`config.mk`:
```
export PLATFORM = sky130hd
export DESIGN_NAME = order_buffer
export DESIGN_NICKNAME = d
export VERILOG_FILES = /design/src/order_gen_pkg.sv /design/src/order_buffer.sv
export SDC_FILE = /design/constraint.sdc
export NUM_CORES = 1
export LEC_CHECK = 0
export ABC_AREA = 1
export BUFFER_PORTS_ARGS = -buffer_cell sky130_fd_sc_hd__buf_2
export CAP_MARGIN = 20
export CORE_AREA = 5 5 190 192
export CTS_BUF_LIST = sky130_fd_sc_hd__clkbuf_16
export DETAILED_ROUTE_END_ITERATION = 10
export DIE_AREA = 0 0 195 197
export GPL_TIMING_DRIVEN = 0
export SYNTH_ARGS = -nofsm -noshare
export SYNTH_HDL_FRONTEND = slang
export SYNTH_SLANG_ARGS = --single-unit
```
`constraint.sdc`:
```
create_clock -name clk -period 0.8 [get_ports clk]
set_clock_uncertainty 0.15 [all_clocks]
set_input_delay 0.24 -clock clk [delete_from_list [all_inputs] [get_ports clk]]
set_output_delay 0.24 -clock clk [all_outputs]
set_load 0.01 [all_outputs]
```
`src/order_gen_pkg.sv`:
```
package order_gen_pkg;

    localparam int NUM_PE   = 10;
    localparam int PE_IDX_W = 4;
    localparam int DATA_W   = 256;
    localparam int KEEP_W   = DATA_W / 8;
    localparam int ORD_ID_W = 32;

    localparam logic [ORD_ID_W-1:0] ORD_ID_MAX = 32'd9_999_999;

    // beat 0 carries 200 bits, beat 1 carries 240 bits.
    localparam logic [KEEP_W-1:0] HDR_KEEP  = 32'h01ff_ffff;
    localparam logic [KEEP_W-1:0] BODY_KEEP = 32'h3fff_ffff;

    typedef struct packed {
        logic [7:0]   exec_type;
        logic [7:0]   symbol_type;
        logic [159:0] sym;
        logic [31:0]  price;
        logic [15:0]  qty;
        logic [7:0]   side;
        logic [7:0]   ord_type;
        logic [7:0]   time_in_force;
    } order_t;

    typedef struct packed {
        logic [15:0] session_id;
        logic [31:0] msg_seq_num;
        logic [31:0] epoch_s;
        logic [15:0] ms;
        logic [15:0] cm_id;
        logic [31:0] investor_acno;
        logic [7:0]  investor_flag;
        logic [7:0]  order_source;
    } header_t;

    typedef enum logic [1:0] {
        SER_IDLE,
        SER_HDR,
        SER_BODY
    } ser_state_e;

    // session header, exec type and order id, lowest field at bit 0.
    function automatic logic [DATA_W-1:0] pack_hdr_beat(
        input header_t             hdr,
        input logic [7:0]          exec_type,
        input logic [ORD_ID_W-1:0] ord_id
    );
        return {56'd0,
                ord_id,
                exec_type,
                hdr.order_source,
                hdr.investor_flag,
                hdr.investor_acno,
                hdr.cm_id,
                hdr.ms,
                hdr.epoch_s,
                hdr.msg_seq_num,
                hdr.session_id};
    endfunction

    // remaining order fields, exec type already sent in beat 0.
    function automatic logic [DATA_W-1:0] pack_body_beat(input order_t ord);
        return {16'd0,
                ord.time_in_force,
                ord.ord_type,
                ord.side,
                ord.qty,
                ord.price,
                ord.sym,
                ord.symbol_type};
    endfunction

endpackage

```
`src/order_buffer.sv`:
```
`timescale 1ns/10ps

module order_buffer (
    input  logic                  clk,
    input  logic                  resetn,
    input  logic                  valid_i,
    input  order_gen_pkg::order_t order_i,
    input  logic                  ack_i,
    output logic                  pending_o,
    output order_gen_pkg::order_t order_o
);

    logic                  pending_q;
    order_gen_pkg::order_t order_q;

    always_ff @(posedge clk) begin
        if (!resetn) begin
            pending_q <= 1'b0;
        end else if (valid_i) begin
            pending_q <= 1'b1;   // new order beats a same-cycle ack.
        end else if (ack_i) begin
            pending_q <= 1'b0;
        end
    end

    // latest order wins while still pending.
    always_ff @(posedge clk) begin
        if (valid_i) begin
            order_q <= order_i;
        end
    end

    assign pending_o = pending_q;
    assign order_o   = order_q;

endmodule

```
Yosys cells after proc, flatten, opt, wreduce, memory -nomap -nowiden
Cells that the tools add are included.
{"block": "word_totals", "word_cells": 12, "output_inout_bits": 249, "regBits": 249, "input_bits": 252}
{"block": "classes", "mux": 2, "n_reduce_logical": 1}
{"cell": "$mux W1", "n": 2}
{"cell": "$reduce_bool A2 Y1", "n": 1}

Logic depth before layout (Yosys ltp)
Gate-level depths: netlist of the first run.
{"block": "depth", "word_depth": 2, "mapped_depth": 3, "mapped_depth_nobuf": 3}

Least setup slack after synthesis of the first run
No wires, ideal clock.
{"block": "synth_timing", "kind": "register to output", "from": "register order_q, in the netlist order_o[0]", "to": "output port order_o[0] in the netlist's numbering", "stages_incl_launch_ff": 1, "arrival_time_ns": 0.394, "path_slack_ns": 0.016, "n_path_buf": 0, "required_ns": 0.410, "cell_sequence": "edfxtp_1"}
{"element": "from (decl)", "line": "order_buffer.sv:14", "text": "order_gen_pkg::order_t order_q;"}
{"element": "from (signal assigned)", "line": "order_buffer.sv:29", "text": "order_q <= order_i;"}
{"element": "to (decl)", "line": "order_buffer.sv:10", "text": "output order_gen_pkg::order_t order_o"}
No word-level cell between the ends.

Worst setup path after layout of the first run
{"block": "layout_timing", "from": "register order_q, in the netlist order_o[88]", "to": "output port order_o[88] in the netlist's numbering"}
No word-level cell between the ends.

==> results of run 1 <==
[report_power, final]
group,total (W),leakage (nW),switching [W],internal [W]
clock,0.0118,0.447,0.00502,0.00682
combinational,0.00394,3.29,0.00175,0.00219
sequential,0.0158,2.44,0.000326,0.0155
total,0.0316,6.17,0.00710,0.0245
[worst min path at each step]
| stage | end | slack [ns] |
|---|---|---|
| 3_5_place_dp | order_o[4]$_DFFE_PP_ | 0.27 |
| 4_1_cts | order_o[234]$_DFFE_PP_ | -0.14 |
| 6_report | order_o[183]$_DFFE_PP_ | -0.16 |
| 3_3_place_gp | order_o[108]$_DFFE_PP_ | 0.27 |
| 2_1_floorplan | order_o[0]$_DFFE_PP_ | 0.19 |
| 5_1_grt | order_o[68]$_DFFE_PP_ | -0.19 |
[stage by stage]
| step | hold slack (ns) | setup slack, ns | TNS, ns |
|---|---|---|---|
| floorplan | 0.189 | 0.0162 | 0 |
| global placement | 0.267 | -4.17 | -1036.00 |
| detailed placement | 0.268 | -1.31 | -246.88 |
| CTS | -0.135 | -0.816 | -169.56 |
| global route | -0.194 | -0.831 | -172.82 |
| finish | -0.163 | -0.781 | -160.13 |
[state kept, by name, indices dropped and copies added (netlist names)]
name and flops:
pending_o 1, order_o 248
[synth_stat cells]
library cell,instances,area [um2]
edfxtp_1,248,7450
inv_1,3,11.3
nand2_1,1,3.75
a21oi_2,1,8.76
dfxtp_1,1,20.0
[worst reg2reg max path: stages (launching register included)]
cell	delay, ns
dfxtp_2	0.35
nand2_2	0.06
a21oi_2	0.11
[layer usage]
layer	vias to the layer above	wire length, um
met5	-	0
met4	0	872
met3	39	3060
met2	362	14500
met1	2748	10100
li1	2629	-
[kinds of logic after synthesis]
group                  Yosys count  synth area share [%]
AND/OR/NAND/NOR                  1                0.0501
buffers and inverters            3                 0.150
flip-flops                     249                  99.7
AO/OA/AOI/OAI                    1                 0.117
[final cells by class]
type	instances	share of cell area (%)
multi-input cells	2	0.104
well taps	455	3.94
clock buffers	29	5.02
repair buffers	764	38.4
inverters	3	0.0779
clock inverters	23	0.856
flip-flops and latches	249	51.6
[timing repair]
item / 4_1_cts / 5_1_grt
buffers inserted: 3 / 0
resized for setup: 20 / 23
hold endpoints to repair: 300 / 45
pin swaps: 0 / 1
setup endpoints to repair: 447 / 298
gates cloned: 8 / 1
==> impl_results.md, run 1 <==
- Die Height: 197 um
- Wire length per cell: 18.7 um
- Final core occ: 42.3%
- Fin area: 14500 um2
- CTS clk-pin slew, worst paths: 0.06 ns
- Commonest non-fill, non-tap cell in the layout: buf_2
- Final setup fails: between 200 and 300
- DRT Pass-1 Iters: 4
- Vias in the first global route: 6499
- CP Depth: 1
- Met2 Track Usage GR: 24.2%
- Failing checks: hold timing, setup timing
- Fmax: 0.632 GHz
- CTS Hold Buffers Added: 250
- Placed cells: 1211
- M3 GR Usage: 5.56%
- Met1 Use GR: about 15%
- Final wirelength: approximately 29 mm
- Worst path bufs/invs: 1
- Ys Warns: 0
- Most frequent cells in the layout: buf_2, dlygate4sd3_1, edfxtp_1
- Buffer levels on the longest clock path: 3
- FF-to-FF path depth: 2
- Avg Inst Size Synth: between 20 and 30 um2
- Num CTS Buffers: 28
- Via-to-Cell Ratio: 3.79
- Area occupied by multi-input gates: approximately 15 um2
- N_diodes: 0
- Global placement routability congestion: ~0.85
- Final WS setup: -0.781 ns
- Post-synthesis instance total: ~250
- Detailed placer's ending HPWL: between 15 and 20 mm
- CP Launch Point: order_o[88]$_DFFE_PP_
- Root buffer cell: clkbuf_16
- Fillers: between 3000 and 4000
- Max Transition Viols Final: 0
- Die width: 195 um
- Clock Latency Late Sink: 0.54 ns
- Rows: between 60 and 70
- GR peak layer: met2
- HP Class: input port to flop
- Register area: around 7500 um2
- Area growth from synthesis to layout: 93.1%
- Deepest level of the CTS H-tree: 1
- CP arrival: 1.19 ns
- WP data required: 0.41 ns
- Slowest CP cell: edfxtp_1
- Pin count of the biggest net entering global routing: between 40 and 50
- Fin crit share: 198%
- Slew headroom: 84.5%
- RR Endpoint: pending_o$_SDFFE_PN0P_
- Status: complete, but fails checks
- PD cells: 2190 nW/um2
- Initial antenna violation count: 0
- Hold_ws: -0.163 ns
- Worst path max stage delay: 0.47 ns
- Max-cap violations: 0
- WHS Path Cells: 1
- Routed Antenna Nets: 0
- Cells along the critical path: buf_2
- LEAKAGE: 6.17 nW
- Initial DRC count: 142
- DR vias: ~5800
- I/O Buffers: 500
- Die ar.: 38400 um2
- Power Total: 0.0316 W
- Synth unique cells: 5
- Maximum vdd ir drop: roughly 1600 uV
- Gr ovfl total: 0
- WS Path Type: flop to output port
- CTS Sinks: between 200 and 250
- Syn Std Cell Area: 7490 um2
- Core area: 34200 um2
- Slew @ Worst Pin: 0.232 ns
- Syn nets: 506
- Register area share after synthesis: 99.7%
- Final Hold Fails: 24
- FF-to-FF Start: pending_o$_SDFFE_PN0P_
- Yosys reg bits: ~250
- Layout cells sized above 1: 51.8%
- CTS tree: done
- Initial Util: 21.9%
- Post-DP Area: approximately 11000 um2
- Startpoint types: flop
- Crit end category: output port
- First-pass GRT wire length: 40.6 mm
- End of the critical path: order_o[88]
- Period minus WS final: 1.58 ns
- Final #Nets: 1300
- Crit-path leading delay family: flip-flops
- Unrepaired setup endpoints after global routing: true
- Global Route Usage Sum: 13.9%
- Finished Layout Cells: 1525
- Min-delay src: valid_i
- Crit-path max FO: 1
- # IOs: approximately 500
- Flop2flop setup slack: about 0.07 ns
- DRC violations left: 0
Note: power is estimated with default switching activity, not from simulation.
==> run 2, diff against run 1 <==
REMOVE_ABC_BUFFERS = 1   (was default)
SETUP_SLACK_MARGIN = 0.02   (was default)
clock period = 1.6 ns   (was 0.8 ns; I/O delays follow)
==> run 2 against run 1 <==
The run ends with setup timing left; setup slack improved by 0.56 ns; largest cell class unchanged; non-clock buffer count decreased by 11; critical path type unchanged; routed wire length is 3.7% lower; final cell count fell by 0.72%; sequential power fell by 50%; core utilization decreased by 0.79 points; via count is 0.87% lower; largest power group unchanged; register-to-register slack improved by 0.81 ns; clock power shrank 50%; final area is 1.9% lower.
==> impl_results.md, run 2 (synthesis results as in run 1) <==
- Status: complete, but fails checks
- Failing checks: setup timing
- Wire length per cell: 18.2 um (-3.0%)
- Max Transition Viols Final: 0 (unchanged)
- FF-to-FF Start: pending_o$_SDFFE_PN0P_
- Hold_ws: 0.0286 ns (+0.191 ns)
- Max reg flops: 248 (unchanged)
- Maximum vdd ir drop: 818 uV (-50%)
- DRC violations left: 0 (unchanged)
- RR Endpoint: pending_o$_SDFFE_PN0P_
- HP Class: input port to flop
- Buffer levels on the longest clock path: 3 (unchanged)
- Die width: 195 um (unchanged)
- Placed cells: 1211 (unchanged)
- Slowest CP cell: edfxtp_1
- Layout cells sized above 1: 51.2% (-0.60 points)
- Global placement routability congestion: 0.850 (unchanged)
- Cells along the critical path: buf_2
- First-pass GRT wire length: 39.2 mm (-3.4%)
- Crit end category: output port
- Fillers: 3110 (+1.1%)
- Max-cap violations: 0 (unchanged)
- Area occupied by multi-input gates: 12.5 um2 (-17%)
- Initial DRC count: 151 (+6.3%)
- Root buffer cell: clkbuf_16
- Routed Antenna Nets: 0 (unchanged)
- Initial Util: 21.9% (unchanged)
- Num CTS Buffers: 28 (unchanged)
- Clk pwr share: 37.6% (about the same)
- Fmax: 0.550 GHz
- CTS clk-pin slew, worst paths: 0.06 ns (about the same)
- Slew headroom: 72.7% (-12 points)
- Min-delay src: order_i[246]
- CTS Sinks: 249 (unchanged)
- Global Route Usage Sum: 13.3% (-0.57 points)
- Final #Nets: 1289 (-0.85%)
- Startpoint types: flop
- WP data required: 0.97 ns (+0.56 ns)
- Period minus WS final: 1.82 ns
- Final Hold Fails: 0 (-100%)
- Clock Latency Late Sink: 0.53 ns (about the same)
- WHS Path Cells: 1 (unchanged)
- Deepest level of the CTS H-tree: 1 (unchanged)
- FF-to-FF path depth: 2 (unchanged)
- Die ar.: 38400 um2 (unchanged)
- LEAKAGE: 6.02 nW (-2.3%)
- Commonest non-fill, non-tap cell in the layout: buf_2
- Pin count of the biggest net entering global routing: 58 (+32%)
- Internal power: 0.0122 W (-50%)
- Initial antenna violation count: 0 (unchanged)
- Detailed placer's ending HPWL: 18.3 mm (unchanged)
- Switching share of power: 22.4% (-0.051 points)
- DRT Pass-1 Iters: 4 (unchanged)
- Via-to-Cell Ratio: 3.78 (-0.15%)
- Final setup fails: 249 (-1.2%)
- CP arrival: 1.19 ns (about the same)
- Gr ovfl total: 0 (unchanged)
- Fin area: 14200 um2 (-1.9%)
- Post-DP Area: 10600 um2 (unchanged)
- Worst path bufs/invs: 1 (unchanged)
- Most frequent cells in the layout: buf_2, dlygate4sd3_1, edfxtp_1
- Switching pwr: 0.00352 W (-50%)
- Crit-path leading delay family: flip-flops
- WS Path Type: flop to output port
- Final wirelength: 27.5 mm (-3.7%)
- Slew @ Worst Pin: 0.410 ns (+0.178 ns)
- Worst path max stage delay: 0.46 ns (about the same)
- Area growth from synthesis to layout: 89.5%
- Flop2flop setup slack: 0.88 ns (+0.81 ns)
- Setup bufs post-CTS: 0 (-3)
- I/O Buffers: 500 (unchanged)
- PD cells: 1110 nW/um2 (-49%)
- # IOs: 501 (unchanged)
- N_diodes: 0 (unchanged)
- CTS tree: done
- Seq pwr share: 50.4% (+0.3 points)
- Register area: 7470 um2 (unchanged)
- Unrepaired setup endpoints after global routing: true
- Crit-path max FO: 1 (unchanged)
- Hold EP: order_o[246]$_DFFE_PP_
- Vias in the first global route: 6404 (-1.5%)
- Die Height: 197 um (unchanged)
- Final WS setup: -0.218 ns (+0.563 ns)
- Final core occ: 41.5% (-0.79 points)
- Comb pwr share: 12.0% (-0.5 points)
- DR vias: 5728 (-0.87%)
- Fin crit share: 114%
- Core area: 34200 um2 (unchanged)
- Finished Layout Cells: 1514 (-0.72%)
- Rows: 68 (unchanged)
==> run 2: cell types whose count changed in the layout (fill, tap and decap cells not counted), sizes merged <==
cell and delta:
buf -5, bufbuf -4, clkbuf -1, dlygate4sd3 -1
==> run 2: power groups by stage <==
| stage | clock [W] | sequential [W] | combinational [W] |
|---|---|---|---|
| after floorplan | 0 | 0.00831 | 0.00000361 |
| after global placement | 0 | 0.00806 | 0.00128 |
| after detailed placement | 0 | 0.00803 | 0.00132 |
| after CTS | 0.00610 | 0.00791 | 0.00185 |
| after global routing | 0.00639 | 0.00796 | 0.00201 |
| final | 0.00591 | 0.00792 | 0.00188 |
==> run 2: routing by layer <==
layer  vias to the layer above  global-route usage [%]  routed length [um]
li1                       2606                       -                   -
met5                         -                       0                   0
met3                        39                    5.45                3060
met1                      2715                    14.4                9700
met2                       368                    23.2               13900
met4                         0                    5.53                 867
==> run 2: worst reg2reg max path, stage by stage, from the launching register on <==
cell and delay, ns:
dfxtp_2 0.34, nand2_1 0.07, a21oi_2 0.10
==> run 2: area by class of cell <==
class / count / share of cell area (%)
flip-flops and latches: 249 / 52.6
repair buffers: 753 / 37.2
multi-input cells: 2 / 0.0882
clock inverters: 23 / 0.873
well taps: 455 / 4.01
inverters: 3 / 0.0793
clock buffers: 29 / 5.11
==> run 2: what timing repair did <==
item / CTS / global route
gates cloned: 2 / 0
hold endpoints to repair: 247 / 1
setup endpoints to repair: 362 / 305
hold buffers: 248 / 1
resized for setup: 16 / 25
==> run 2: how the worst max path moves through the flow <==
stage / start / to / slack (ns) / cells after the start
after floorplan: order_o[0]$_DFFE_PP_ / order_o[0] / 0.58 / 0
after global placement: valid_i / pending_o$_SDFFE_PN0P_ / -3.61 / 3
after detailed placement: valid_i / order_o[240]$_DFFE_PP_ / -0.75 / 3
after CTS: order_o[88]$_DFFE_PP_ / order_o[88] / -0.26 / 1
after global routing: order_o[88]$_DFFE_PP_ / order_o[88] / -0.27 / 1
final: order_o[88]$_DFFE_PP_ / order_o[88] / -0.22 / 1
==> run 2: stage by stage <==
stage          setup WS (ns)  TNS (ns)  power, W
2_1_floorplan          0.576         0   0.00831
4_1_cts               -0.256    -30.12    0.0159
3_5_place_dp          -0.748    -99.70   0.00935
6_report              -0.218    -20.45    0.0157
5_1_grt               -0.271    -33.41    0.0164
3_3_place_gp           -3.61   -876.62   0.00935
==> run 3, diff against run 2 <==
CTS_CLUSTER_SIZE = 24   (was default)
clock period = 2.1 ns   (was 1.6 ns; I/O delays follow)
==> run 3 against run 2 <==
The run now ends clean; clock power shrank 24%; critical path depth stayed put; total power is 27% lower; final cell count decreased by 17%; first-iteration DRC count fell by 11%; sequential share of layout area up 12 points; core utilization fell by 7.9 points; hold slack improved by 0.086 ns; critical endpoint unchanged.
==> impl_results.md, run 3 (synthesis results as in run 1) <==
- Status: finished, final reports clean
- CTS resizes: 0 (-16)
- Final #Nets: 1038 (-19%)
- Initial DRC count: 134 (-11%)
- CP arrival: 1.18 ns (about the same)
- Final Hold Fails: 0 (unchanged)
- Slew @ Worst Pin: 0.628 ns (+0.218 ns)
- Final wirelength: 23.1 mm (-16%)
- Switching share of power: 22.1% (-0.33 points)
- Crit end category: output port
- Crit-path leading delay family: flip-flops
- Final WS setup: 0.144 ns (+0.362 ns)
- CTS tree: done
- Fillers: 3389 (+9.0%)
- Most frequent cells in the layout: buf_2, edfxtp_1, clkbuf_16
- Layout cells sized above 1: 66.7% (+16 points)
- Vias in the first global route: 5035 (-21%)
- DRT Pass-1 Iters: 4 (unchanged)
- Routed Antenna Nets: 0 (unchanged)
- Switching pwr: 0.00253 W (-28%)
- Global Route Usage Sum: 11.1% (-2.2 points)
- WP data required: 1.32 ns (+0.35 ns)
- Initial antenna violation count: 5 (+5)
- Clock Latency Late Sink: 0.53 ns (about the same)
- Root buffer cell: clkbuf_16
- Area occupied by multi-input gates: 12.5 um2 (unchanged)
- Period minus WS final: around 2 ns
- CTS Hold Buffers Added: 0 (-100%)
- Internal power: 0.00893 W (-27%)
- Register area: 7470 um2 (about the same)
- Placed cells: 1211 (unchanged)
- Crit-path max FO: 1 (unchanged)
- Max Transition Viols Final: 0 (unchanged)
- N_diodes: 0 (unchanged)
- Unrepaired setup endpoints after global routing: false
- Global placement routability congestion: 0.850 (unchanged)
- Core area: 34200 um2 (unchanged)
- Cells along the critical path: buf_2
- Seq pwr share: 52.5% (+2.1 points)
- I/O Buffers: 500 (unchanged)
- Via-to-Cell Ratio: 3.71 (-1.8%)
- Startpoint types: flop
- Worst path max stage delay: 0.46 ns (about the same)
- WS Path Type: flop to output port
- Wire length per cell: 18.3 um (+0.88%)
- Rows: 68 (unchanged)
- Post-Place Worst Slack: -0.398 ns (+0.350 ns)
- Setup bufs post-CTS: 0 (unchanged)
- Num CTS Buffers: 28 (unchanged)
- Fmax: 0.511 GHz
- Max reg flops: 248 (unchanged)
- First-pass GRT wire length: 32.1 mm (-18%)
- CTS clk-pin slew, worst paths: 0.06 ns (about the same)
- Die ar.: 38400 um2 (unchanged)
- Slowest CP cell: edfxtp_1
- Detailed placer's ending HPWL: 18.3 mm (unchanged)
- LEAKAGE: 4.90 nW (-19%)
- Die width: 195 um (unchanged)
- Max-cap violations: 0 (unchanged)
- Buffer levels on the longest clock path: 3 (unchanged)
- Final setup fails: 0 (-100%)
- Clk pwr share: 39.0% (+1.4 points)
- Deepest level of the CTS H-tree: 1 (unchanged)
- Slew headroom: 58.2% (-15 points)
- Finished Layout Cells: 1263 (-17%)
- PD cells: 998 nW/um2 (-9.8%)
- Worst path bufs/invs: 1 (unchanged)
- DRC violations left: 0 (unchanged)
- # IOs: 501 (unchanged)
- HP Class: input port to flop
- DR vias: 4692 (-18%)
- Pin count of the biggest net entering global routing: 114 (+97%)
- Maximum vdd ir drop: 654 uV (-20%)
- Area growth from synthesis to layout: 53.2%
- Die Height: 197 um (unchanged)
- Initial Util: 21.9% (unchanged)
- Fin crit share: 93.1%
- Comb pwr share: 8.5% (-3.5 points)
- Gr ovfl total: 0 (unchanged)
- Commonest non-fill, non-tap cell in the layout: buf_2
- CTS Sinks: 249 (unchanged)
-- run 3: cell count changes in the layout (fill, tap and decap cells not counted), sizes merged --
cell and change:
dlygate4sd3 -249, buf -1, bufbuf -1
-- run 3: power by group through the flow --
stage	registers [W]	clock network, W	logic [W]
2_1_floorplan	0.00633	0	0.00000275
3_3_place_gp	0.00614	0	0.000979
3_5_place_dp	0.00612	0	0.00101
4_1_cts	0.00602	0.00465	0.00100
5_1_grt	0.00604	0.00486	0.00106
6_report	0.00601	0.00447	0.000975
-- run 3: area by class of cell --
class / count / area share (%)
flip-flops and latches: 249 / 65.1
repair buffers: 502 / 22.4
clock buffers: 29 / 6.32
well taps: 455 / 4.96
clock inverters: 23 / 1.08
multi-input cells: 2 / 0.109
inverters: 3 / 0.0981
-- run 3: through the flow --
| step | cell area, um2 | total power, W | TNS [ns] | hold slack (ns) | utilization (%) |
|---|---|---|---|---|---|
| after floorplan | 7490 | 0.00633 | 0 | 0.339 | - |
| final | 11500 | 0.0115 | 0 | 0.115 | 33.6 |
| after detailed placement | 10600 | 0.00713 | -41.86 | 0.323 | 31.1 |
| after CTS | 11500 | 0.0117 | 0 | 0.0722 | 33.6 |
| after global routing | 11500 | 0.0120 | 0 | 0.0791 | 33.6 |
| after global placement | 10600 | 0.00712 | -789.47 | 0.310 | 30.9 |
-- run 3: routing by layer --
metal | share of wire, % | track usage (%) | vias to the layer above
met4 | 2.2 | 3.62 | 10
met5 | 0.31 | 0 | -
met3 | 13 | 6.07 | 37
met1 | 33 | 11.2 | 2212
li1 | - | - | 2101
met2 | 51 | 19.6 | 332
-- run 3: path summary, 6_finish.rpt --
kind	startpoint	end	slack, ns	cells after the start
min reg2reg	pending_o$_SDFFE_PN0P_	pending_o$_SDFFE_PN0P_	0.33	2
max reg2reg	pending_o$_SDFFE_PN0P_	pending_o$_SDFFE_PN0P_	1.38	2
min	order_i[56]	order_o[56]$_DFFE_PP_	0.11	1
max	order_o[88]$_DFFE_PP_	order_o[88]	0.14	1
