`config.mk`:
```
export PLATFORM = sky130hd
export DESIGN_NAME = payload_serializer_flat
export DESIGN_NICKNAME = d
export VERILOG_FILES = /design/src/order_gen_pkg.sv /design/src/axis_if.sv /design/src/payload_serializer.sv /design/src/flat_wrapper.sv
export SDC_FILE = /design/constraint.sdc
export NUM_CORES = 1
export LEC_CHECK = 0
export ABC_CLOCK_PERIOD_IN_PS = 7400
export BUFFER_PORTS_ARGS = -buffer_cell sky130_fd_sc_hd__buf_2
export CORE_AREA = 4 4 282 284
export DETAILED_ROUTE_END_ITERATION = 8
export DIE_AREA = 0 0 286 288
export PLACE_DENSITY_LB_ADDON = 0.2
export SLEW_MARGIN = 0
export SYNTH_ARGS = -nofsm -noshare
export SYNTH_HDL_FRONTEND = slang
export SYNTH_SLANG_ARGS = --single-unit
export TNS_END_PERCENT = 20
```
`constraint.sdc`:
```
create_clock -name clk -period 7.4 [get_ports clk]
set_input_delay 1.48 -clock clk [delete_from_list [all_inputs] [get_ports clk]]
set_output_delay 1.48 -clock clk [all_outputs]
set_load 0.005 [all_outputs]
```
`src/order_gen_pkg.sv`:
```
package order_gen_pkg;

    localparam int NUM_PE   = 10;
    localparam int PE_IDX_W = 4;
    localparam int DATA_W   = 256;
    localparam int KEEP_W   = DATA_W / 8;
    localparam int ORD_ID_W = 32;

    localparam logic [ORD_ID_W-1:0] ORD_ID_MAX = 32'd9_999_999;

    // beat 0 carries 200 bits, beat 1 carries 240 bits.
    localparam logic [KEEP_W-1:0] HDR_KEEP  = 32'h01ff_ffff;
    localparam logic [KEEP_W-1:0] BODY_KEEP = 32'h3fff_ffff;

    typedef struct packed {
        logic [7:0]   exec_type;
        logic [7:0]   symbol_type;
        logic [159:0] sym;
        logic [31:0]  price;
        logic [15:0]  qty;
        logic [7:0]   side;
        logic [7:0]   ord_type;
        logic [7:0]   time_in_force;
    } order_t;

    typedef struct packed {
        logic [15:0] session_id;
        logic [31:0] msg_seq_num;
        logic [31:0] epoch_s;
        logic [15:0] ms;
        logic [15:0] cm_id;
        logic [31:0] investor_acno;
        logic [7:0]  investor_flag;
        logic [7:0]  order_source;
    } header_t;

    typedef enum logic [1:0] {
        SER_IDLE,
        SER_HDR,
        SER_BODY
    } ser_state_e;

    // session header, exec type and order id, lowest field at bit 0.
    function automatic logic [DATA_W-1:0] pack_hdr_beat(
        input header_t             hdr,
        input logic [7:0]          exec_type,
        input logic [ORD_ID_W-1:0] ord_id
    );
        return {56'd0,
                ord_id,
                exec_type,
                hdr.order_source,
                hdr.investor_flag,
                hdr.investor_acno,
                hdr.cm_id,
                hdr.ms,
                hdr.epoch_s,
                hdr.msg_seq_num,
                hdr.session_id};
    endfunction

    // remaining order fields, exec type already sent in beat 0.
    function automatic logic [DATA_W-1:0] pack_body_beat(input order_t ord);
        return {16'd0,
                ord.time_in_force,
                ord.ord_type,
                ord.side,
                ord.qty,
                ord.price,
                ord.sym,
                ord.symbol_type};
    endfunction

endpackage

```
`src/axis_if.sv`:
```
`timescale 1ns/10ps

interface axis_if;

    logic                               tvalid;
    logic                               tready;
    logic [order_gen_pkg::DATA_W-1:0]   tdata;
    logic                               tlast;
    logic [order_gen_pkg::KEEP_W-1:0]   tkeep;
    logic [order_gen_pkg::KEEP_W-1:0]   tstrb;

    modport src (
        output tvalid,
        input  tready,
        output tdata,
        output tlast,
        output tkeep,
        output tstrb
    );

    modport snk (
        input  tvalid,
        output tready,
        input  tdata,
        input  tlast,
        input  tkeep,
        input  tstrb
    );

endinterface

```
`src/payload_serializer.sv`:
```
`timescale 1ns/10ps

module payload_serializer (
    input  logic                   clk,
    input  logic                   resetn,
    input  logic                   grant_i,
    input  order_gen_pkg::order_t  order_i,
    input  order_gen_pkg::header_t header_i,
    output logic                   ready_o,
    axis_if.src                    axis
);

    localparam int ID_W = order_gen_pkg::ORD_ID_W;

    order_gen_pkg::ser_state_e state_q;
    logic [ID_W-1:0]           ord_id_q;

    order_gen_pkg::header_t    hdr_q;
    order_gen_pkg::order_t     order_q;
    logic [ID_W-1:0]           msg_id_q;

    logic                      beat_done;

    assign beat_done = axis.tvalid && axis.tready;
    assign ready_o   = (state_q == order_gen_pkg::SER_IDLE);

    always_ff @(posedge clk) begin
        if (!resetn) begin
            state_q <= order_gen_pkg::SER_IDLE;
        end else begin
            case (state_q)
                order_gen_pkg::SER_IDLE: begin
                    if (grant_i) begin
                        state_q <= order_gen_pkg::SER_HDR;
                    end
                end
                order_gen_pkg::SER_HDR: begin
                    if (beat_done) begin
                        state_q <= order_gen_pkg::SER_BODY;
                    end
                end
                order_gen_pkg::SER_BODY: begin
                    if (beat_done) begin
                        state_q <= order_gen_pkg::SER_IDLE;
                    end
                end
                default: begin
                    state_q <= order_gen_pkg::SER_IDLE;
                end
            endcase
        end
    end

    // running order id, one per grant.
    always_ff @(posedge clk) begin
        if (!resetn) begin
            ord_id_q <= '0;
        end else if (grant_i) begin
            if (ord_id_q == order_gen_pkg::ORD_ID_MAX) begin
                ord_id_q <= '0;
            end else begin
                ord_id_q <= ord_id_q + 1'b1;
            end
        end
    end

    // message snapshot, held for both beats.
    always_ff @(posedge clk) begin
        if (grant_i) begin
            hdr_q    <= header_i;
            order_q  <= order_i;
            msg_id_q <= ord_id_q;
        end
    end

    // stream outputs decode from registers only, so they hold under stall.
    always_comb begin
        axis.tvalid = 1'b0;
        axis.tlast  = 1'b0;
        axis.tdata  = '0;
        axis.tkeep  = '0;
        axis.tstrb  = '0;
        case (state_q)
            order_gen_pkg::SER_HDR: begin
                axis.tvalid = 1'b1;
                axis.tdata  = order_gen_pkg::pack_hdr_beat(hdr_q, order_q.exec_type,
                                                           msg_id_q);
                axis.tkeep  = order_gen_pkg::HDR_KEEP;
                axis.tstrb  = order_gen_pkg::HDR_KEEP;
            end
            order_gen_pkg::SER_BODY: begin
                axis.tvalid = 1'b1;
                axis.tlast  = 1'b1;   // two-beat message.
                axis.tdata  = order_gen_pkg::pack_body_beat(order_q);
                axis.tkeep  = order_gen_pkg::BODY_KEEP;
                axis.tstrb  = order_gen_pkg::BODY_KEEP;
            end
            default: begin
                axis.tvalid = 1'b0;
            end
        endcase
    end

endmodule

```
`src/flat_wrapper.sv`:
```
// flat-port wrapper written by rule: the top's interface ports become plain ports
module payload_serializer_flat 
  (clk, resetn, grant_i, order_i, header_i, ready_o, axis_tvalid, axis_tready, axis_tdata, axis_tlast, axis_tkeep, axis_tstrb);
  axis_if axis_i ();
  input  logic clk;
  input  logic resetn;
  input  logic grant_i;
  input  order_gen_pkg::order_t order_i;
  input  order_gen_pkg::header_t header_i;
  output logic ready_o;
  output wire logic [$bits(axis_i.tvalid)-1:0] axis_tvalid;
  input wire logic [$bits(axis_i.tready)-1:0] axis_tready;
  output wire logic [$bits(axis_i.tdata)-1:0] axis_tdata;
  output wire logic [$bits(axis_i.tlast)-1:0] axis_tlast;
  output wire logic [$bits(axis_i.tkeep)-1:0] axis_tkeep;
  output wire logic [$bits(axis_i.tstrb)-1:0] axis_tstrb;
  assign axis_tvalid = axis_i.tvalid;
  assign axis_i.tready = axis_tready;
  assign axis_tdata = axis_i.tdata;
  assign axis_tlast = axis_i.tlast;
  assign axis_tkeep = axis_i.tkeep;
  assign axis_tstrb = axis_i.tstrb;
  payload_serializer u_core (.clk(clk), .resetn(resetn), .grant_i(grant_i), .order_i(order_i), .header_i(header_i), .ready_o(ready_o), .axis(axis_i));
endmodule
```
After elaboration in Yosys (flattened, before gate mapping)
Index checks and enable logic that the tools add are counted.
{ "op_classes": {"add_sub_neg": 1, "n_eq_ne": 6, "n_mux": 9, "n_reduce_logical": 4} }
{ "op_table": {"columns": ["op", "count"], "rows": [
  ["$pmux 240 s2", 1],
  ["$pmux 30 s2", 1],
  ["$add 32x1->32 const B", 1],
  ["$eq 32x24->1 const B", 1],
  ["$mux 32", 1],
  ["$mux 2", 3],
  ["$pmux 2 s3", 1],
  ["$ne 2x1->1 const B", 2],
  ["$reduce_and 3->1", 1],
  ["$eq 2x1->1 const B", 1],
  ["$eq 2x2->1 const B", 1],
  ["$logic_not 2->1", 1],
  ["$mux 1", 2],
  ["$ne 2x2->1 const B", 1],
  ["$reduce_or 2->1", 1],
  ["$logic_and 1x1->1", 1]
]} }
{ "word_totals": {"ff_bits": 474, "inputBits": 412, "elab_cells": 39} }

Longest topological paths before layout
Gate-level depths: netlist of run 1.
{ "logic_depth": {"word_depth": 6, "mapped_depth": 8} }

Least setup slack after synthesis of run 1
No wires, ideal clock.
{ "synth_path": {"path_kind": "register -> output", "from": "register u_core.state_q[0]", "to": "output axis_tdata[0]", "arrival_ns": 2.214, "required_ns": 5.920, "slack_ns": 3.706, "path_stages_with_launch": 6, "n_path_buf": 2, "cell_sequence": "dfxtp_1 -> inv_1 -> ha_1 -> clkbuf_1 -> clkbuf_1 -> nor2b_1"} }
{ "synth_via": {"elab_chain_len": 2} }
{ "synth_lines": {"columns": ["item", "line", "source"], "rows": [
  ["start, declared", "payload_serializer.sv:15", "order_gen_pkg::ser_state_e state_q;"],
  ["start signal, assigned", "payload_serializer.sv:29", "state_q <= order_gen_pkg::SER_IDLE;"],
  ["start signal, assigned", "payload_serializer.sv:34", "state_q <= order_gen_pkg::SER_HDR;"],
  ["start signal, assigned", "payload_serializer.sv:39", "state_q <= order_gen_pkg::SER_BODY;"],
  ["$eq 2x2->1 or $eq 2x1->1 (tied branches)", "payload_serializer.sv:83", "case (state_q)"],
  ["$pmux 240 s2 *", "payload_serializer.sv:83", null],
  ["end, declared", "flat_wrapper.sv:13", "output wire logic [$bits(axis_i.tdata)-1:0] axis_tdata;"]
]} }
Mark *: on every way between the ends. The rest lies on a longest branch, timed or not.

Final worst setup path of run 1
{ "layout_path": {"from": "register u_core.state_q[0]", "to": "output axis_tdata[79]"} }
The elaborated chain is that of the path after synthesis.

==> results of run 1 <==
==> state kept, by name, indices dropped and copies added, names as in the netlist <==
signal,count
u_core.state_q,2
u_core.hdr_q,160
u_core.ord_id_q,32
u_core.order_q,248
u_core.msg_id_q,32
==> worst max-delay path: cells and delay by family, from the launching register on <==
family | cells | cell delay [ps]
buf+inv | 3 | 1100
simple gates | 1 | 220
fa+ha+maj | 1 | 600
flops | 1 | 360
compound gates | 1 | 390
==> cell type report <==
type                    instances  area share (%)
flip-flops and latches        474           56.13
multi-input cells             615           16.64
repair buffers                725           15.06
clock buffers                  69           5.773
well taps                    1040           5.257
clock inverters                29          0.8948
diodes                         13          0.1314
inverters                       7          0.1062
==> cells in the final DEF (no fill, tap or decap), types with 3 or more instances in the layout <==
cell type and instances:
xor2_1 5, nor3_1 3, nand3_1 14, a21oi_1 21, a22oi_1 200, and4_1 4
or4_1 14, dfxtp_1 34, clkbuf_1 14, and3_1 5, clkinv_2 5, or3_1 7
ha_4 3, nor2_1 15, xnor2_1 6, bufinv_16 3, o31ai_1 11, inv_1 7
buf_4 6, buf_12 5, nand4_1 6, nand2_1 9, clkbuf_16 55, nor2b_1 201
and2_1 40, buf_2 713, o21ai_0 12, ha_1 4, conb_1 20, clkinv_1 15
diode_2 13, edfxtp_1 440
==> worst max-delay path by stage <==
stage                     cells after the start                      startpoint        endpoint
final                                         6  u_core.state_q[0]$_SDFFE_PN0P_  axis_tdata[79]
after floorplan                               5  u_core.state_q[0]$_SDFFE_PN0P_   axis_tdata[0]
after global placement                        6  u_core.state_q[0]$_SDFFE_PN0P_  axis_tdata[79]
after detailed placement                      6  u_core.state_q[0]$_SDFFE_PN0P_  axis_tdata[79]
after CTS                                     6  u_core.state_q[0]$_SDFFE_PN0P_  axis_tdata[79]
after global routing                          6  u_core.state_q[0]$_SDFFE_PN0P_  axis_tdata[79]
==> cells by family (layout without fill, tap and decap cells) <==
kind of cell / count (synthesis) / after routing / share of synthesized area (%)
AOI/OAI and AO/OA: 249 / 249 / 9.531
xor gates and xnor gates: 11 / 11 / 0.5121
adders and majority gates: 7 / 7 / 0.4656
buffers and inverters: 165 / 830 / 4.889
DFF: 474 / 474 / 73.85
muxes: 1 / 1 / 0.05321
other: 1 / 33 / 0.01993
and+or+nand+nor: 327 / 327 / 10.68
==> routing by layer <==
layer / vias to the layer above / routed length, um
met5: - / 69
li1: 5901 / -
met2: 493 / 29930
met4: 10 / 1220
met1: 6082 / 22450
met3: 87 / 5115
==> per-stage QoR <==
stage | instances | setup slack, ps | hold slack [ps] | instance area (um2) | power (uW)
6_report | 2972 | 2634 | 498.9 | 24750 | 7927
5_1_grt | 2969 | 2377 | 514.1 | 24740 | 8384
4_1_cts | 2959 | 2466 | 494.9 | 24720 | 8103
3_5_place_dp | 2861 | 3137 | 483.2 | 23070 | 5520
3_3_place_gp | 2861 | 3174 | 473.6 | 23070 | 5487
2_1_floorplan | 1254 | 3706 | 444.5 | 18880 | 4725
==> power by group through the flow <==
| stage | clock, uW | sequential, uW | combinational, uW |
|---|---|---|---|
| 6_report | 2530 | 3210 | 2190 |
| 5_1_grt | 2750 | 3220 | 2410 |
| 4_1_cts | 2630 | 3210 | 2260 |
| 3_5_place_dp | 0 | 3260 | 2260 |
| 3_3_place_gp | 0 | 3260 | 2230 |
| 2_1_floorplan | 0 | 3240 | 1490 |
==> results.json, run 1 <==
{
  "cpPeakStageDelay_ps": 740,
  "setup_viol": 0,
  "synth_commonest_cells": "edfxtp_1, nor2b_1, a22oi_1",
  "core-area_um2": 77080,
  "rsz0062_at_grt": "false",
  "grt_pass1_wl_mm": 84.22,
  "worstPathRequired_ps": 5920,
  "min-delay-start": "u_core.ord_id_q[31]$_SDFFE_PN0P_",
  "layout.nets": 2297,
  "syn_inst": 1235,
  "cts-root-buf": "clkbuf_16",
  "use_met2_pct": 23.19,
  "cts_made_buffers": 55,
  "synth_top_cell_by_area": "edfxtp_1",
  "syn-cell-area_um2": 18810,
  "use_met3_pct": 4.568,
  "synth-seq-cells": 474,
  "clock_sinks": 474,
  "grtUsageTotal_pct": 13.31,
  "fp.dieW_um": 286,
  "max_cap_violations": 0,
  "grt_pass1_vias": 13082,
  "gp_congestion": 0.8119,
  "r2r-start": "u_core.state_q[0]$_SDFFE_PN0P_",
  "portBuffers": 714,
  "tns_ps": 0,
  "vias": 12573,
  "wl_mm": 58.78,
  "sequentialPowerShare_pct": 40.5,
  "die_area_um2": 82370,
  "max_freq_mhz": 209.8,
  "final_antenna_net_count": 0,
  "r2r_setup_slack_ps": 4750,
  "synth_area_leaders": "edfxtp_1, a22oi_1, nor2b_1",
  "cts_setup_buffers": 0,
  "rows": 102,
  "clk_pin_slew_worst_paths_ps": 60,
  "worstSetupEndpointType": "output port",
  "viasPerCell": 4.230,
  "wire_per_inst_um": 19.78,
  "r2r-end": "u_core.state_q[1]$_SDFFE_PN0P_",
  "cts_buffer_depth": 3,
  "critPathLaunchType": "flop",
  "multi_input_area_um2": 4119,
  "drt_iter0_drc": 560,
  "use_met1_pct": 15.55,
  "seq_area_um2": 13890,
  "grt_overflow_total": 0,
  "synth_edf_count": 440,
  "slew_violations": 0,
  "h-tree-depth": 2,
  "worst_hold_path.endpoint": "u_core.msg_id_q[31]$_DFFE_PP_",
  "final_core_util_pct": 32.11,
  "path_class": "flop to output port",
  "cts_tree": "built",
  "firstDrtPassIters": 5,
  "grt_max_degree": 168,
  "antenna_found_initial": 18,
  "avgSynthCellArea_um2": 15.23,
  "post_cts_resized": 0,
  "io_pins": 735,
  "ys_async_sr_fraction_pct": 0,
  "fin_crit_ps": 4766,
  "crit_path_max_fanout": 58,
  "cts_hold_buf": 0,
  "synth_most_common_cell": "edfxtp_1",
  "netSwitchingFraction_pct": 29.90,
  "cell_internal_pwr_uw": 5556,
  "p_sw_uw": 2370,
  "drc_errors": 0,
  "cp.arrival_ps": 3290,
  "power_density_nw_per_um2": 320.3,
  "min_path_type": "flop to flop",
  "slew_headroom_pct": 25.32,
  "hold_viol_final": 0,
  "hold_depth": 0,
  "globalRoute.busiestLayer": "met2",
  "r2r_cells": 7,
  "area_delta_synth_final_pct": 31.57,
  "dp_hpwl_mm": 40.64,
  "synth_flop_cell": "edfxtp_1",
  "insertion_delay_ps": 590,
  "period_share_pct": 64.40,
  "synth_top_area_share_pct": 70.24,
  "power_frac_comb_pct": 27.6,
  "worst_slew_pin_slew_ps": 1120,
  "start_util_pct": 24.40,
  "p_leak_uw": 0.009625,
  "skew_ps": 8.175,
  "yosysWarnings": 0,
  "crit_slowest_cell": "buf_4",
  "cp_cell_sequence": "inv_1, ha_4, buf_4, a22oi_1, nor2b_1, buf_2",
  "p_clk_share_pct": 31.9,
  "die_h_um": 288,
  "fill_cells": 7842,
  "ys_types": 36,
  "status": "finished clean",
  "layout-drive-gt1-share_pct": 41.69,
  "yosysSeqAreaShare_pct": 73.85,
  "peakVddDrop_mv": 0.2408
}
Power figures use the tool's default switching activity.
==> run 2, diff against run 1 <==
--- a/config.mk
+++ b/config.mk
@@ -5,11 +5,11 @@
 export SDC_FILE = /design/constraint.sdc
 export NUM_CORES = 1
 export LEC_CHECK = 0
-export ABC_CLOCK_PERIOD_IN_PS = 7400
+export ABC_CLOCK_PERIOD_IN_PS = 3950
 export BUFFER_PORTS_ARGS = -buffer_cell sky130_fd_sc_hd__buf_2
-export CORE_AREA = 4 4 282 284
+export CORE_AREA = 4 4 283 285
 export DETAILED_ROUTE_END_ITERATION = 8
-export DIE_AREA = 0 0 286 288
+export DIE_AREA = 0 0 287 289
 export PLACE_DENSITY_LB_ADDON = 0.2
 export SLEW_MARGIN = 0
 export SYNTH_ARGS = -nofsm -noshare
==> constraint.sdc (replaced) <==
create_clock -name clk -period 3.95 [get_ports clk]
set_input_delay 0.79 -clock clk [delete_from_list [all_inputs] [get_ports clk]]
set_output_delay 0.79 -clock clk [all_outputs]
set_load 0.005 [all_outputs]
==> run 2 against run 1 <==
Global-route usage decreased by 0.19 points. Largest power group unchanged. Hold slack got worse by 130 ps. Critical path depth unchanged. Critical path type unchanged.
==> results.json, run 2 (same netlist as run 1, synthesis figures left out) <==
{
  "area_delta_synth_final_pct": 32.25,
  "multi_input_area_um2": 4119,
  "grt_max_degree": 158,
  "crit_path_max_fanout": 101,
  "seq_area_um2": 13890,
  "fin_crit_ps": 3356,
  "drc_errors": 0,
  "worst_slew_pin_slew_ps": 1124,
  "final_common_cell": "buf_2",
  "hold_depth": 1,
  "dp_hpwl_mm": 41.32,
  "h-tree-depth": 2,
  "skew_ps": 10.75,
  "worstSetupEndpointType": "output port",
  "die_area_um2": 82940,
  "layout-drive-gt1-share_pct": 41.95,
  "antenna_found_initial": 14,
  "crit_buf_inv": 3,
  "period_share_pct": 84.96,
  "cp_cell_sequence": "inv_1, ha_4, buf_12, a22oi_1, nor2b_1, buf_2",
  "clock_sinks": 474,
  "wl_mm": 58.73,
  "critPathLaunchType": "flop",
  "cpPeakStageDelay_ps": 360,
  "cts_made_buffers": 54,
  "fp.dieW_um": 287,
  "slew_headroom_pct": 25.04,
  "max_freq_mhz": 298.0,
  "largest_reg_flops": 248,
  "cts_setup_buffers": 0,
  "r2r_cells": 5,
  "post_cts_resized": 0,
  "rsz0062_at_grt": "false",
  "grt_pass1_wl_mm": 83.62,
  "path_delay_family": "buffers and inverters",
  "peakVddDrop_mv": 0.6966,
  "viasPerCell": 4.284,
  "hold_ws_ps": 369.6,
  "grt_overflow_total": 0,
  "grtUsageTotal_pct": 13.12,
  "start_util_pct": 24.32,
  "rows": 102,
  "cts_buffer_depth": 3,
  "drt_iter0_drc": 596,
  "cp_num_cells": 6,
  "p_leak_uw": 0.009694,
  "layout.nets": 2301,
  "cp.arrival_ps": 2570,
  "fill_cells": 7855,
  "tns_ps": 0,
  "gp_congestion": 0.8291,
  "firstDrtPassIters": 5,
  "crit_slowest_cell": "dfxtp_1",
  "hold_viol_final": 0,
  "insertion_delay_ps": 590,
  "core-area_um2": 77340,
  "cts_tree": "built",
  "power_density_nw_per_um2": 601.9,
  "io_pins": 735,
  "grt_pass1_vias": 13223,
  "reg_top3": "u_core.order_q: 248 flops, u_core.hdr_q: 160 flops",
  "final_antenna_net_count": 0,
  "min_path_type": "input pin to flop",
  "slew_violations": 0,
  "setup_viol": 0,
  "cts_hold_buf": 0,
  "max_cap_violations": 0,
  "regMostFlops": "u_core.order_q",
  "portBuffers": 714,
  "path_class": "flop to output port",
  "cts-root-buf": "clkbuf_16",
  "mostFrequentLayoutCells": "buf_2, edfxtp_1, nor2b_1",
  "worstPathRequired_ps": 3160,
  "wire_per_inst_um": 19.75,
  "status": "finished clean",
  "die_h_um": 289,
  "clk_pin_slew_worst_paths_ps": 60,
  "vias": 12740
}
## run 2: cell count changes in the layout (fill, tap and decap cells not counted), sizes merged
cell,previous run,this run
buf,725,730
clkbuf,69,75
clkinv,22,17
clkinvlp,2,0
diode,13,8
inv,9,12
## run 2: metal layers
metal  wire length [um]  up-vias  global-route usage, %
li1                   -     5893                      -
met1              21570     6216                  14.38
met2              29670      514                  23.24
met3               5664      107                  4.996
met4               1763       10                  4.644
met5                 69        -                      0
## run 2: where the power goes
part	switching, uW	total [uW]	internal [uW]
clock	1980	4780	2790
combinational	2330	4180	1860
sequential	122	6010	5890
## run 2: final timing paths
check / from / endpoint / slack [ps]
worst min-delay path: order_i[118] / u_core.order_q[118]$_DFFE_PP_ / 370
worst max-delay path: u_core.state_q[0]$_SDFFE_PN0P_ / axis_tdata[14] / 590
worst min register to register: u_core.ord_id_q[31]$_SDFFE_PN0P_ / u_core.msg_id_q[31]$_DFFE_PP_ / 520
worst max register to register: u_core.ord_id_q[1]$_SDFFE_PN0P_ / u_core.ord_id_q[26]$_SDFFE_PN0P_ / 1410
## run 2: area by class of cell
cell class              count  area share (%)
clock inverters            25          0.8298
diodes                      8         0.08047
inverters                   7          0.1056
repair buffers            730           15.44
flip-flops and latches    474           55.84
multi-input cells         615           16.56
well taps                1040           5.230
clock buffers              75           5.914
## run 2: through the flow
| step | instances | total power (uW) | util, % | worst slack, ps | area, um2 |
|---|---|---|---|---|---|
| 2_1_floorplan | 1254 | 8853 | - | 946.4 | 18880 |
| 3_3_place_gp | 2866 | 10420 | 29.97 | 1031 | 23180 |
| 3_5_place_dp | 2866 | 10430 | 29.97 | 991.2 | 23180 |
| 4_1_cts | 2966 | 15320 | 32.14 | 525.4 | 24860 |
| 5_1_grt | 2972 | 15830 | 32.16 | 431.9 | 24870 |
| 6_report | 2974 | 14970 | 32.17 | 594.1 | 24880 |
==> run 3, diff against run 2 <==
--- a/config.mk
+++ b/config.mk
@@ -5,7 +5,7 @@
 export SDC_FILE = /design/constraint.sdc
 export NUM_CORES = 1
 export LEC_CHECK = 0
-export ABC_CLOCK_PERIOD_IN_PS = 3950
+export ABC_CLOCK_PERIOD_IN_PS = 2980
 export BUFFER_PORTS_ARGS = -buffer_cell sky130_fd_sc_hd__buf_2
 export CORE_AREA = 4 4 283 285
 export DETAILED_ROUTE_END_ITERATION = 8
==> constraint.sdc (replaced) <==
create_clock -name clk -period 2.98 [get_ports clk]
set_input_delay 0.596 -clock clk [delete_from_list [all_inputs] [get_ports clk]]
set_output_delay 0.596 -clock clk [all_outputs]
set_load 0.005 [all_outputs]
==> run 3 against run 2 <==
Hold slack lost 190 ps. Via count increased by 0.46%. Register-to-register slack lost 880 ps. Critical path depth is the same.
==> results.json, run 3 (same netlist as run 1, synthesis figures left out) <==
{
  "layout.nets": 2315,
  "cp.arrival_ps": 2280,
  "path_class": "flop to output port",
  "hold_viol_final": 0,
  "cpPeakStageDelay_ps": 440,
  "peakVddDrop_mv": 0.6010,
  "cts_made_buffers": 54,
  "final_antenna_net_count": 0,
  "area_delta_synth_final_pct": 34.03,
  "worstPathRequired_ps": 2380,
  "netSwitchingFraction_pct": 29.67,
  "rows": 102,
  "skew_ps": 6.331,
  "worstSetupEndpointType": "output port",
  "die_area_um2": 82940,
  "slew_headroom_pct": 30.11,
  "tns_ps": 0,
  "setup_viol": 0,
  "hold_ws_ps": 182.6,
  "insertion_delay_ps": 580,
  "worst_slew_pin_slew_ps": 1048,
  "layout-drive-gt1-share_pct": 43.39,
  "slew_violations": 0,
  "wl_mm": 60.80,
  "cts_hold_buf": 0,
  "vias": 12799,
  "status": "finished clean",
  "rsz0062_at_grt": "false",
  "r2r-start": "u_core.ord_id_q[0]$_SDFFE_PN0P_",
  "preCtsSetupSlack_ps": 386.7,
  "fill_cells": 7842,
  "dp_hpwl_mm": 42.06,
  "min_path_type": "input pin to flop",
  "grt_pass1_wl_mm": 85.05,
  "firstDrtPassIters": 5,
  "clk_pin_slew_worst_paths_ps": 60,
  "path_delay_family": "compound AO/OA/AOI/OAI gates",
  "fin_crit_ps": 2879,
  "drt_iter0_drc": 770,
  "power_density_nw_per_um2": 816.6,
  "grt_overflow_total": 0,
  "grtUsageTotal_pct": 13.42,
  "wire_per_inst_um": 20.37,
  "cell_internal_pwr_uw": 14480,
  "stdcell_count": 2985,
  "gp_congestion": 0.8183,
  "grt_max_degree": 172,
  "cts-root-buf": "clkbuf_16",
  "regMostFlops": "u_core.order_q",
  "clock_sinks": 474,
  "h-tree-depth": 2,
  "max_freq_mhz": 347.3,
  "min-delay-start": "order_i[200]",
  "largest_reg_flops": 248,
  "crit_path_max_fanout": 75,
  "mostFrequentLayoutCells": "buf_2, edfxtp_1, a22oi_1",
  "final_common_cell": "buf_2",
  "power_frac_comb_pct": 29.6,
  "p_leak_uw": 0.009848,
  "place_inst": 2873,
  "drc_errors": 0,
  "die_h_um": 289,
  "sequentialPowerShare_pct": 38.7,
  "power.total_uw": 20590,
  "portBuffers": 714,
  "max_cap_violations": 0,
  "core-area_um2": 77340,
  "reg_top3": "u_core.order_q: 248 flops, u_core.hdr_q: 160 flops",
  "cts_buffer_depth": 3,
  "antenna_found_initial": 21,
  "cts_tree": "built",
  "grt_pass1_vias": 13129,
  "p_sw_uw": 6108,
  "setup_slack_ps": 100.6,
  "r2r_setup_slack_ps": 530,
  "start_util_pct": 24.32,
  "io_pins": 735,
  "crit_slowest_cell": "a22oi_1",
  "viasPerCell": 4.288,
  "cp_cell_sequence": "inv_2, ha_4, buf_12, a22oi_1, nor2b_1, buf_2",
  "period_share_pct": 96.63,
  "critPathLaunchType": "flop",
  "critPathLaunch": "u_core.state_q[1]$_SDFFE_PN0P_",
  "fp.dieW_um": 287,
  "crit_buf_inv": 3,
  "p_clk_share_pct": 31.7
}
==> run 3: area by class of cell <==
| cell class | instances | area (um2) | share of cell area (%) |
|---|---|---|---|
| Antenna cell | 9 | 22.52 | 0.08933 |
| Clock buffer | 69 | 1459 | 5.786 |
| Clock inverter | 27 | 266.5 | 1.057 |
| Inverter | 7 | 26.28 | 0.1042 |
| Multi-Input combinational cell | 615 | 4161 | 16.51 |
| Sequential cell | 474 | 13890 | 55.10 |
| Tap cell | 1040 | 1301 | 5.161 |
| Timing Repair Buffer | 744 | 4083 | 16.19 |
==> run 3: power by group through the flow <==
stage,logic [uW],clock network (uW),registers (uW)
after floorplan,3690,0,8040
after global placement,5770,0,8100
after detailed placement,5770,0,8110
after CTS,5930,6800,7980
after global routing,6660,7110,8010
final,6090,6520,7980
==> run 3: worst reg2reg max path, delay by kind of cell (launching register included) <==
kind | cells | cell delay, ps
compound gates | 1 | 160
fa+ha+maj | 1 | 240
flops | 1 | 420
simple gates | 3 | 1580
==> run 3: metal layers <==
metal | track usage (%) | share of wire [%] | up-vias
met5 | 0 | 0.12 | -
met4 | 4.222 | 2.7 | 10
met3 | 4.493 | 8.6 | 103
met2 | 23.46 | 50 | 549
met1 | 15.59 | 38 | 6208
li1 | - | - | 5929
==> run 3: path summary, 6_finish.rpt <==
path / endpoint / depth (start not counted)
setup / recovery: axis_tdata[32] / 6
hold / removal: u_core.order_q[200]$_DFFE_PP_ / 1
setup reg to reg: u_core.ord_id_q[30]$_SDFFE_PN0P_ / 5
hold reg to reg: u_core.msg_id_q[29]$_DFFE_PP_ / 0
==> run 3: repair_timing <==
item                       CTS  global route
resized for setup           10            14
buffers inserted             0             4
gates cloned                 1             2
setup endpoints to repair   89            27
pin swaps                    0             1
==> run 3: metrics by stage <==
stage / utilization, % / cell area, um2
4_1_cts: 32.38 / 25040
6_report: 32.60 / 25210
2_1_floorplan: - / 18880
3_5_place_dp: 30.06 / 23250
5_1_grt: 32.59 / 25210
3_3_place_gp: 30.06 / 23250
